==> src/hdl/clk_rst_pkg.sv <==
`default_nettype none

package clk_rst_pkg;

  //////////////////////////////
  // Widths
  //////////////////////////////
  // Command data word with divisors in its low bits
  localparam int DataWidth = 8;
  // Up to 32 channels
  localparam int ChanIdxWidth = 5;

  //////////////////////////////
  // Command strobe
  //////////////////////////////
  typedef enum logic [1:0] {
    OP_NOP        = 2'd0,
    OP_SET_DIV    = 2'd1,
    OP_COMMIT_DIV = 2'd2,
    OP_RESET_CHAN = 2'd3
  } cmd_op_e;

  typedef struct packed {
    logic                    valid;
    cmd_op_e                 op;
    logic [ChanIdxWidth-1:0] chan;
    logic [DataWidth-1:0]    data;
  } reg_cmd_t;

  // Per-channel control whose two flags are single-cycle pulses
  typedef struct packed {
    logic [DataWidth-1:0] div_value;
    logic                 div_commit;
    logic                 rst_req;
  } chan_ctrl_t;

  // Reset sequencer states
  typedef enum logic [1:0] {
    RST_HOLD  = 2'd0,
    RST_COUNT = 2'd1,
    RST_DONE  = 2'd2
  } rst_state_e;

endpackage

`default_nettype wire
==> src/hdl/clk_rst_ctrl_top.sv <==
`timescale 1ns/10ps
`default_nettype none

module clk_rst_ctrl_top #(
  parameter int NumClocks = 4,
  parameter int MaxDivisionWidth = 8,
  parameter int DefaultDivision[NumClocks] = '{2, 3, 4, 7},
  parameter int ResetDelays[NumClocks] = '{1, 2, 3, 0}
) (
  input  logic                 mst_clk_i,
  input  logic                 control_rst_ni,
  input  logic                 mst_rst_ni,
  input  clk_rst_pkg::reg_cmd_t cmd_i,
  output logic [NumClocks-1:0] clk_o,
  output logic [NumClocks-1:0] rst_no
);

  import clk_rst_pkg::*;

  //////////////////////////////
  // Reset synchronizers
  //////////////////////////////
  logic control_rst_n_d1_mst_clk;
  logic control_rst_n_d2_mst_clk;
  logic mst_rst_n_d1_mst_clk;
  logic mst_rst_n_d2_mst_clk;

  // Asserts asynchronously and releases two edges later
  always_ff @(posedge mst_clk_i or negedge control_rst_ni) begin
    if (!control_rst_ni) begin
      control_rst_n_d1_mst_clk <= 1'b0;
      control_rst_n_d2_mst_clk <= 1'b0;
    end else begin
      control_rst_n_d1_mst_clk <= 1'b1;
      control_rst_n_d2_mst_clk <= control_rst_n_d1_mst_clk;
    end
  end

  // Global channel reset that only holds the sequencers
  always_ff @(posedge mst_clk_i or negedge control_rst_n_d2_mst_clk) begin
    if (!control_rst_n_d2_mst_clk) begin
      mst_rst_n_d1_mst_clk <= 1'b0;
      mst_rst_n_d2_mst_clk <= 1'b0;
    end else begin
      mst_rst_n_d1_mst_clk <= mst_rst_ni;
      mst_rst_n_d2_mst_clk <= mst_rst_n_d1_mst_clk;
    end
  end

  //////////////////////////////
  // Command decode
  //////////////////////////////
  chan_ctrl_t chan_ctrl [NumClocks];
  logic [NumClocks-1:0] chan_rise;

  ctrl_regfile #(
    .NumClocks(NumClocks)
  ) i_ctrl_regfile (
    .mst_clk_i               (mst_clk_i),
    .control_rst_n_d2_mst_clk(control_rst_n_d2_mst_clk),
    .cmd_i                   (cmd_i),
    .chan_ctrl_o             (chan_ctrl)
  );

  //////////////////////////////
  // Channels
  //////////////////////////////
  for (genvar i = 0; i < NumClocks; i++) begin : gen_chan
    clock_divider #(
      .MaxDivisionWidth(MaxDivisionWidth),
      .DefaultDivision (DefaultDivision[i])
    ) i_clock_divider (
      .mst_clk_i               (mst_clk_i),
      .control_rst_n_d2_mst_clk(control_rst_n_d2_mst_clk),
      .div_value_i             (chan_ctrl[i].div_value),
      .div_commit_i            (chan_ctrl[i].div_commit),
      .clk_o                   (clk_o[i]),
      .rise_o                  (chan_rise[i])
    );

    reset_sequencer #(
      .ResetDelay(ResetDelays[i])
    ) i_reset_sequencer (
      .mst_clk_i               (mst_clk_i),
      .control_rst_n_d2_mst_clk(control_rst_n_d2_mst_clk),
      .glob_rst_n_i            (mst_rst_n_d2_mst_clk),
      .rst_req_i               (chan_ctrl[i].rst_req),
      .rise_i                  (chan_rise[i]),
      .rst_no                  (rst_no[i])
    );
  end

endmodule

`default_nettype wire

==> src/hdl/reset_sequencer.sv <==
`timescale 1ns/10ps
`default_nettype none

module reset_sequencer #(
  parameter int ResetDelay = 1
) (
  input  logic mst_clk_i,
  input  logic control_rst_n_d2_mst_clk,
  input  logic glob_rst_n_i,
  input  logic rst_req_i,
  input  logic rise_i,
  output logic rst_no
);

  import clk_rst_pkg::*;

  localparam int CntWidth = (ResetDelay > 0) ? $clog2(ResetDelay + 1) : 1;

  rst_state_e          state_q;
  rst_state_e          state_d;
  logic [CntWidth-1:0] cnt_q;
  logic [CntWidth-1:0] cnt_d;
  logic [CntWidth:0]   cnt_sum;
  logic                rst_n_q;

  // Counts the rise pulse of the current cycle too
  assign cnt_sum = {1'b0, cnt_q} + rise_i;

  //////////////////////////////
  // Next state
  //////////////////////////////
  always_comb begin
    state_d = state_q;
    cnt_d   = cnt_q;
    if (!glob_rst_n_i) begin
      state_d = RST_HOLD;
      cnt_d   = '0;
    end else if (rst_req_i) begin
      // Restart from any state
      state_d = RST_COUNT;
      cnt_d   = '0;
    end else begin
      unique case (state_q)
        RST_HOLD: begin
          state_d = RST_COUNT;
          cnt_d   = '0;
        end
        RST_COUNT: begin
          if (cnt_sum >= ResetDelay) begin
            state_d = RST_DONE;
          end else begin
            cnt_d = cnt_sum[CntWidth-1:0];
          end
        end
        RST_DONE: ;
        default: state_d = RST_HOLD;
      endcase
    end
  end

  always_ff @(posedge mst_clk_i or negedge control_rst_n_d2_mst_clk) begin
    if (!control_rst_n_d2_mst_clk) begin
      state_q <= RST_HOLD;
      cnt_q   <= '0;
      rst_n_q <= 1'b0;
    end else begin
      state_q <= state_d;
      cnt_q   <= cnt_d;
      rst_n_q <= (state_d == RST_DONE);
    end
  end

  assign rst_no = rst_n_q;

endmodule

`default_nettype wire

==> src/hdl/clock_divider.sv <==
`timescale 1ns/10ps
`default_nettype none

module clock_divider #(
  parameter int MaxDivisionWidth = 8,
  parameter int DefaultDivision = 2
) (
  input  logic                              mst_clk_i,
  input  logic                              control_rst_n_d2_mst_clk,
  input  logic [clk_rst_pkg::DataWidth-1:0] div_value_i,
  input  logic                              div_commit_i,
  output logic                              clk_o,
  output logic                              rise_o
);

  // Divide by 0 and 1 run as divide by 2
  function automatic logic [MaxDivisionWidth-1:0] eff_div(
    input logic [MaxDivisionWidth-1:0] raw
  );
    eff_div = (raw < 2) ? MaxDivisionWidth'(2) : raw;
  endfunction

  localparam logic [MaxDivisionWidth-1:0] DefaultRaw =
    DefaultDivision[MaxDivisionWidth-1:0];
  localparam logic [MaxDivisionWidth-1:0] DefaultEff = eff_div(DefaultRaw);

  logic [MaxDivisionWidth-1:0] div_q;
  logic [MaxDivisionWidth-1:0] div_d;
  logic [MaxDivisionWidth-1:0] shadow_q;
  logic [MaxDivisionWidth-1:0] cnt_q;
  logic [MaxDivisionWidth-1:0] cnt_d;
  logic                        pending_q;
  logic                        last_cnt;
  logic                        clk_d;
  logic                        clk_q;
  logic                        rise_q;

  //////////////////////////////
  // Period counter
  //////////////////////////////
  assign last_cnt = (cnt_q == div_q - 1'b1);

  always_comb begin
    div_d = div_q;
    cnt_d = cnt_q + 1'b1;
    if (last_cnt) begin
      cnt_d = '0;
      // New divisor only at a period start
      if (pending_q) begin
        div_d = shadow_q;
      end
    end
    // High for the first half rounded down
    clk_d = (cnt_d < (div_d >> 1));
  end

  // Reset parks the counter at the end of a period
  always_ff @(posedge mst_clk_i or negedge control_rst_n_d2_mst_clk) begin
    if (!control_rst_n_d2_mst_clk) begin
      div_q  <= DefaultEff;
      cnt_q  <= DefaultEff - 1'b1;
      clk_q  <= 1'b0;
      rise_q <= 1'b0;
    end else begin
      div_q  <= div_d;
      cnt_q  <= cnt_d;
      clk_q  <= clk_d;
      rise_q <= clk_d && !clk_q;
    end
  end

  //////////////////////////////
  // Pending divisor
  //////////////////////////////
  always_ff @(posedge mst_clk_i or negedge control_rst_n_d2_mst_clk) begin
    if (!control_rst_n_d2_mst_clk) begin
      pending_q <= 1'b0;
    end else if (div_commit_i) begin
      pending_q <= 1'b1;
    end else if (last_cnt) begin
      pending_q <= 1'b0;
    end
  end

  always_ff @(posedge mst_clk_i or negedge control_rst_n_d2_mst_clk) begin
    if (!control_rst_n_d2_mst_clk) begin
      shadow_q <= DefaultEff;
    end else if (div_commit_i) begin
      shadow_q <= eff_div(div_value_i[MaxDivisionWidth-1:0]);
    end
  end

  assign clk_o  = clk_q;
  assign rise_o = rise_q;

endmodule

`default_nettype wire

==> src/hdl/ctrl_regfile.sv <==
`timescale 1ns/10ps
`default_nettype none

module ctrl_regfile #(
  parameter int NumClocks = 4
) (
  input  logic                    mst_clk_i,
  input  logic                    control_rst_n_d2_mst_clk,
  input  clk_rst_pkg::reg_cmd_t   cmd_i,
  output clk_rst_pkg::chan_ctrl_t chan_ctrl_o [NumClocks]
);

  import clk_rst_pkg::*;

  logic in_range;
  logic do_set_div;
  logic do_commit;
  logic do_reset;

  // Commands beyond the last channel are dropped
  assign in_range = (cmd_i.chan < NumClocks);

  always_comb begin
    do_set_div = 1'b0;
    do_commit  = 1'b0;
    do_reset   = 1'b0;
    if (cmd_i.valid && in_range) begin
      unique case (cmd_i.op)
        OP_SET_DIV:    do_set_div = 1'b1;
        OP_COMMIT_DIV: do_commit  = 1'b1;
        OP_RESET_CHAN: do_reset   = 1'b1;
        default:       ;
      endcase
    end
  end

  //////////////////////////////
  // Per-channel registers
  //////////////////////////////
  for (genvar i = 0; i < NumClocks; i++) begin : gen_chan
    logic                 sel;
    logic [DataWidth-1:0] div_value_q;
    logic                 div_commit_q;
    logic                 rst_req_q;

    assign sel = (cmd_i.chan == ChanIdxWidth'(i));

    always_ff @(posedge mst_clk_i or negedge control_rst_n_d2_mst_clk) begin
      if (!control_rst_n_d2_mst_clk) begin
        div_value_q  <= '0;
        div_commit_q <= 1'b0;
        rst_req_q    <= 1'b0;
      end else begin
        // Pulses last exactly one cycle
        div_commit_q <= sel && do_commit;
        rst_req_q    <= sel && do_reset;
        if (sel && do_set_div) begin
          div_value_q <= cmd_i.data;
        end
      end
    end

    assign chan_ctrl_o[i].div_value  = div_value_q;
    assign chan_ctrl_o[i].div_commit = div_commit_q;
    assign chan_ctrl_o[i].rst_req    = rst_req_q;
  end

endmodule

`default_nettype wire

==> config.mk <==
export PLATFORM = sky130hd
export DESIGN_NAME = clk_rst_ctrl_top
export DESIGN_NICKNAME = d
export VERILOG_FILES = /design/src/hdl/clk_rst_pkg.sv /design/src/hdl/clk_rst_ctrl_top.sv /design/src/hdl/reset_sequencer.sv /design/src/hdl/clock_divider.sv /design/src/hdl/ctrl_regfile.sv
export SDC_FILE = /design/constraint.sdc
export NUM_CORES = 1
export LEC_CHECK = 0
export BUFFER_PORTS_ARGS = -buffer_cell sky130_fd_sc_hd__buf_2
export CAP_MARGIN = 10
export CORE_MARGIN = 2
export CORE_UTILIZATION = 46
export CTS_BUF_LIST = sky130_fd_sc_hd__clkbuf_4
export DETAILED_ROUTE_END_ITERATION = 10
export SYNTH_ARGS = -nofsm -noshare
export SYNTH_HDL_FRONTEND = slang
export SYNTH_SLANG_ARGS = --single-unit
==> constraint.sdc <==
create_clock -name mst_clk_i -period 5.1 [get_ports mst_clk_i]
set_input_delay 0.255 -clock mst_clk_i [delete_from_list [all_inputs] [get_ports mst_clk_i]]
set_output_delay 0.255 -clock mst_clk_i [all_outputs]
set_load 0.02 [all_outputs]
# Yosys cells after proc, flatten, opt, wreduce, memory -nomap -nowiden
# Cells that the tools add are included.
[totals]
wordCells = 197
out_inout_bits = 8
inputBits = 19
ff_bits = 168
[classes]
n_eq_ne = 28
reduce_logical = 35
muxes = 57
order_cmp = 12
addsub = 11
[op_table]
columns = ["cell", "count"]
rows = [
  ["8-bit two-way mux", 16],
  ["2-bit two-way mux", 17],
  ["8-bit by 1-bit adder with 8-bit output, second input constant", 4],
  ["8-bit == test", 4],
  ["8-bit by 2-bit < comparator with 1-bit output, second input constant", 4],
  ["8-bit by 7-bit < comparator with 1-bit output", 4],
  ["8-bit by 1-bit subtractor with 8-bit output, second input constant", 4],
  ["2-bit case mux with 3 select lines", 4],
  ["2-bit == test, second input constant", 10],
  ["1-bit two-way mux", 17],
  ["1-bit logical AND", 16],
  ["2-bit AND reduction", 7],
  ["4-bit by 1-bit inequality test with 1-bit output, second input constant", 3],
  ["4-bit inequality test, second input constant", 3],
  ["2-bit by 1-bit == test with 1-bit output, second input constant", 5],
  ["5-bit by 2-bit == test with 1-bit output, second input constant", 2],
  ["2-bit zero test", 4],
  ["2-bit case mux with 2 select lines", 2],
  ["2-bit nonzero test", 4],
  ["2-bit by 1-bit adder with 3-bit output", 2],
  ["3-bit by 2-bit greater-or-equal comparator with 1-bit output, second input constant", 2],
  ["5-bit by 1-bit == test with 1-bit output, second input constant", 1],
  ["5-bit zero test", 1],
  ["5-bit by 3-bit < comparator with 1-bit output, second input constant", 1],
  ["other kinds (4)", 6],
]

# Longest topological paths before layout
[depth]
word_depth = 7
ltp_mapped = 19
depth_no_buf = 16

# By module
# Synthesis repeated with hierarchy kept, for this count alone.
[unflattened]
hier_cells = 751
area_unflattened_um2 = 8837.2
[modules_own_cells]
columns = ["module", "n_inst", "seq_area_each_um2", "cells_each", "area_per_inst_um2"]
rows = [
  ["ctrl_regfile", 1, 1001.0, 103, 1585.3],
  ["clock_divider at gen_chan[3].i_clock_divider", 1, 685.7, 140, 1575.3],
  ["clock_divider at gen_chan[1].i_clock_divider", 1, 681.9, 140, 1571.5],
  ["clock_divider at gen_chan[2].i_clock_divider", 1, 680.7, 140, 1570.3],
  ["clock_divider at gen_chan[0].i_clock_divider", 1, 679.4, 140, 1569.0],
  ["reset_sequencer at gen_chan[2].i_reset_sequencer", 1, 125.1, 32, 301.5],
  ["reset_sequencer at gen_chan[1].i_reset_sequencer", 1, 125.1, 23, 247.7],
  ["reset_sequencer at gen_chan[0].i_reset_sequencer", 1, 100.1, 19, 187.7],
  ["reset_sequencer at gen_chan[3].i_reset_sequencer", 1, 75.1, 9, 125.1],
  ["clk_rst_ctrl_top", 1, 100.1, 5, 103.8],
]

# Worst setup path before layout
# Ideal clock, no wire load.
[synth_timing]
kind = "register to register"
start = "reg gen_chan[2].i_clock_divider.div_q[1]"
end = "reg gen_chan[2].i_clock_divider.rise_q"
arrival_ns = 3.448
n_path_buf = 3
path_slack_ns = 1.527
synth_period_minus_slack_ns = 3.573
path_stages_with_launch = 20
required_ns = 4.975
setup_ns = 0.125
path_cell_list = "dfrtp_1 -> clkbuf_1 -> inv_1 -> ha_1 -> xnor2_1 -> and4b_1 -> a41oi_1 -> nand2_1 -> o2111a_1 -> buf_4 -> nand2_2 -> buf_2 -> mux2i_1 -> ha_1 -> a21o_1 -> a21o_1 -> a21oi_1 -> nor2_1 -> a211o_1 -> a2111oi_0"
[synth_between]
elab_chain_len = 5
word_cells_on_any_way = 7
classes_between = "1 x add/sub; 1 x order compare; 1 x eq/ne; 3 x mux; 1 x reduce/logical"
[synth_lines]
columns = ["element", "line_no", "source"]
rows = [
  ["from (decl)", "clock_divider.sv:27", "logic [MaxDivisionWidth-1:0] div_q;"],
  ["from (signal assigned)", "clock_divider.sv:60", "div_q <= DefaultEff;"],
  ["from (signal assigned)", "clock_divider.sv:65", "div_q <= div_d;"],
  ["8-bit by 1-bit subtractor with 8-bit output", "clock_divider.sv:41", "assign last_cnt = (cnt_q == div_q - 1'b1);"],
  ["8-bit == test", "clock_divider.sv:41", ""],
  ["8-bit two-way mux", "clock_divider.sv:46", "if (last_cnt) begin"],
  ["8-bit by 7-bit < comparator with 1-bit output *", "clock_divider.sv:54", "clk_d = (cnt_d < (div_d >> 1));"],
  ["1-bit logical AND *", "clock_divider.sv:68", "rise_q <= clk_d && !clk_q;"],
  ["to (signal assigned)", "clock_divider.sv:68", ""],
  ["to (decl)", "clock_divider.sv:36", "logic rise_q;"],
]
# Mark *: on every way between the ends. The rest lies on a longest branch, timed or not.
# A chain may end at the register's enable or synchronous reset.

# Worst setup path after layout
[layout_timing]
start = "reg gen_chan[2].i_clock_divider.div_q[0]"
end = "reg gen_chan[2].i_clock_divider.rise_q"
[layout_between]
elab_chain_len = 5
word_cells_on_any_way = 6
classes_between = "1 x add/sub; 1 x order compare; 1 x eq/ne; 2 x mux; 1 x reduce/logical"
[layout_lines]
columns = ["element", "line_no"]
rows = [
  ["8-bit by 1-bit subtractor with 8-bit output *", "clock_divider.sv:41"],
  ["8-bit == test *", "clock_divider.sv:41"],
  ["8-bit two-way mux", "clock_divider.sv:46"],
  ["8-bit by 7-bit < comparator with 1-bit output *", "clock_divider.sv:54"],
  ["1-bit logical AND *", "clock_divider.sv:68"],
]
# Marked as above.

==> results.json <==
{
  "overflow": 0,
  "synthMuxAreaShare": 0.120,
  "leakage_uw": 0.00448,
  "area_growth_pct": 7.81,
  "htreeDepth": 4,
  "outcome": "finished, final reports clean",
  "avgSynthCellArea_um2": 11.5,
  "synth-seq-cells": 168,
  "syn-cell-area_um2": 8380,
  "wl_met3_um": 504,
  "grt_pass1_vias": 5577,
  "finClkSkew_ns": 0.0182,
  "finalCriticalPeriod_ns": 4.05,
  "drc": 0,
  "fp.dieW_um": 139,
  "postSynthCellCount": 729,
  "fmax_mhz": 247,
  "place.port_buffers": 26,
  "yosysUniqueCellTypes": 71,
  "vias": 5459,
  "layout_common_cells": "dfrtp_1, mux2_2, nor2_1",
  "fin_crit_sh": 0.794,
  "critPathKind": "register to register",
  "cp-end-kind": "register",
  "hpwl_um": 11900,
  "synth-simple-area-share": 0.131,
  "viasPerCell": 5.42,
  "fp-row-count": 49,
  "antenna_left": 0,
  "first_pass_iters": 4,
  "gp_congestion": 0.845,
  "antenna_found_initial": 1,
  "wl_per_cell_um": 16.1,
  "cts-root-buf": "clkbuf_4",
  "floorplan.die_area_um2": 19300,
  "start_util": 0.468,
  "irDropWorstVdd_mv": 0.157,
  "top_layer": "met4",
  "drive_above_1_share": 0.202,
  "cts_setup_buffers": 0,
  "core-area_um2": 17900,
  "synth_compound_area_frac": 0.0892,
  "synthXorXnorAreaFrac": 0.0586,
  "synth_top_family_by_area": "simple AND/OR/NAND/NOR gates",
  "cts_hold_buf": 10,
  "fin_nets": 822,
  "io_pins": 27,
  "syn_nets": 787,
  "post_cts_resize_count": 0,
  "grt_pass1_wl_um": 27500,
  "async_flop_share": 1.00,
  "critPathRequiredTime_ns": 5.50,
  "worst_slew_pin_slew_ns": 0.729,
  "slew_headroom": 0.510,
  "synth_edf_count": 0,
  "wl_met1_um": 7850,
  "critPathArrivalTime_ns": 4.45,
  "max-cap-violations": 0,
  "rsz0062_at_grt": "no",
  "min_path_type": "input port to register",
  "worstPathMaxFanout": 14,
  "post-place-ws_ns": 1.08,
  "synth_adder_area_share": 0.0583,
  "numClockSinks": 168,
  "cts_made_buffers": 17,
  "wl_met2_um": 7720,
  "cts_tree": "built",
  "synth_warnings": 0,
  "slew_violations": 0,
  "cts_buffer_depth": 2,
  "drt_wl_total_um": 16200,
  "seq_area_frac_synth": 0.505,
  "synth_ff_type": "dfrtp_1",
  "final_common_cell": "dfrtp_1",
  "p_total_uw": 2080,
  "cp-start-kind": "register",
  "clkTransAtPathRegs_ns": 0.14,
  "p_per_area_nw_per_um2": 231,
  "grt_use_total": 0.176,
  "worst_slack_ns": 1.05,
  "setup_viol_count_final": 0,
  "grt_max_degree": 112,
  "insertion_delay_ns": 0.55,
  "dieHeight_um": 139,
  "drtIter0Drc": 308,
  "hold_violations": 0,
  "tns_ns": 0
}
[flip-flops by register name, summed over array words and instances (netlist names)]
register,cells
control_rst_n_d2_mst_clk,1
i_ctrl_regfile.gen_chan.rst_req_q,4
gen_chan.i_clock_divider.shadow_q,32
i_ctrl_regfile.gen_chan.div_value_q,32
mst_rst_n_d2_mst_clk,1
gen_chan.i_reset_sequencer.cnt_q,5
gen_chan.i_clock_divider.cnt_q,32
gen_chan.i_reset_sequencer.rst_no,4
mst_rst_n_d1_mst_clk,1
gen_chan.i_clock_divider.pending_q,4
gen_chan.i_clock_divider.clk_o,4
gen_chan.i_clock_divider.div_q,32
gen_chan.i_reset_sequencer.state_q,8
i_ctrl_regfile.gen_chan.div_commit_q,4
control_rst_n_d1_mst_clk,1
gen_chan.i_clock_divider.rise_o,3
[where the power goes]
| part | switching, uW | internal [uW] |
|---|---|---|
| Combinational | 37.5 | 25.2 |
| Clock | 457 | 199 |
| Sequential | 16.1 | 1350 |
| Total | 511 | 1570 |
[through the flow]
step / util / area [um2] / cells / hold slack [ns]
6_report: 0.504 / 9030 / 1007 / 0.0474
5_1_grt: 0.504 / 9030 / 1007 / 0.000250
4_1_cts: 0.503 / 9010 / 1004 / 0.00167
3_5_place_dp: 0.485 / 8680 / 962 / 0.0429
3_3_place_gp: 0.485 / 8680 / 962 / 0.0395
2_1_floorplan: - / 8380 / 729 / -0.0406
[Yosys cell counts (3+ instances only)]
library cell,number,area share
o21ai_0,15,0.0090
dfstp_2,20,0.063
mux2_2,64,0.086
clkbuf_1,8,0.0036
nand3b_1,4,0.0036
or4_1,6,0.0054
a22oi_1,3,0.0027
nor3_1,11,0.0066
dfrtp_1,148,0.44
a21o_1,9,0.0081
o22a_1,4,0.0042
and3b_1,3,0.0031
nand4b_1,8,0.0084
o21a_1,4,0.0036
o22ai_1,5,0.0037
nor2_1,53,0.024
a21oi_1,21,0.013
buf_4,10,0.0090
buf_2,3,0.0018
nand4_1,8,0.0060
and4_1,3,0.0031
nand2b_1,16,0.012
nor2b_1,9,0.0067
o21bai_1,3,0.0027
xnor2_1,39,0.041
inv_1,50,0.022
nand3_1,15,0.0090
nand2_1,33,0.015
mux2i_1,28,0.033
a211oi_1,5,0.0045
and2_1,7,0.0052
and3_1,6,0.0045
ha_1,39,0.058
xor2_1,17,0.018
o41ai_1,5,0.0052
[routing by layer]
metal	global-route usage	vias to the layer above
met3	0.0407	12
met4	0.0399	0
li1	-	2634
met2	0.281	82
met5	0	-
met1	0.249	2731
[worst max-delay path: stages, from the launching register on]
cell	delay, ns
dfrtp_1	0.46
inv_1	0.08
ha_1	0.31
xor2_1	0.16
nand2_1	0.07
nor4_1	0.25
o2111a_1	0.49
nand2_2	0.33
mux2i_1	0.25
ha_1	0.27
a21o_1	0.17
a21o_1	0.18
a21oi_1	0.13
nor2_1	0.06
a211o_1	0.24
a2111oi_0	0.45
[final timing paths]
check                                                      from                                         to  slack [ns]  cells past startpoint
max in group asynchronous              control_rst_n_d2_mst_clk   gen_chan[2].i_reset_sequencer.state_q[1]        3.65                      1
min                                                    cmd_i[3]  i_ctrl_regfile.gen_chan[1].div_value_q[3]        0.05                      2
min reg2reg                                mst_rst_n_d1_mst_clk                       mst_rst_n_d2_mst_clk        0.36                      0
min in group asynchronous              control_rst_n_d2_mst_clk  i_ctrl_regfile.gen_chan[2].div_value_q[0]        0.40                      0
max                        gen_chan[2].i_clock_divider.div_q[0]         gen_chan[2].i_clock_divider.rise_o        1.05                     15
max reg2reg                gen_chan[2].i_clock_divider.div_q[0]         gen_chan[2].i_clock_divider.rise_o        1.05                     15
[logic make-up (layout without fill, tap and decap cells)]
logic type      count (synthesis)  count (layout)
compound gates                100             100
fa+ha+maj                      39              39
other cells                     1               2
mux                            92              92
xor+xnor                       56              56
buf+inv                        73             121
flops                         168             168
simple gates                  200             200
[cell type report]
| type | count | area (um2) |
|---|---|---|
| Timing Repair Buffer | 39 | 270 |
| Inverter | 50 | 188 |
| Multi-Input combinational cell | 488 | 3820 |
| Sequential cell | 168 | 4230 |
| Antenna cell | 1 | 2.50 |
| Fill cell | 1587 | 8870 |
| Clock inverter | 13 | 83.8 |
| Tap cell | 229 | 287 |
| Clock buffer | 19 | 143 |
(Power assumes the default switching activity.)
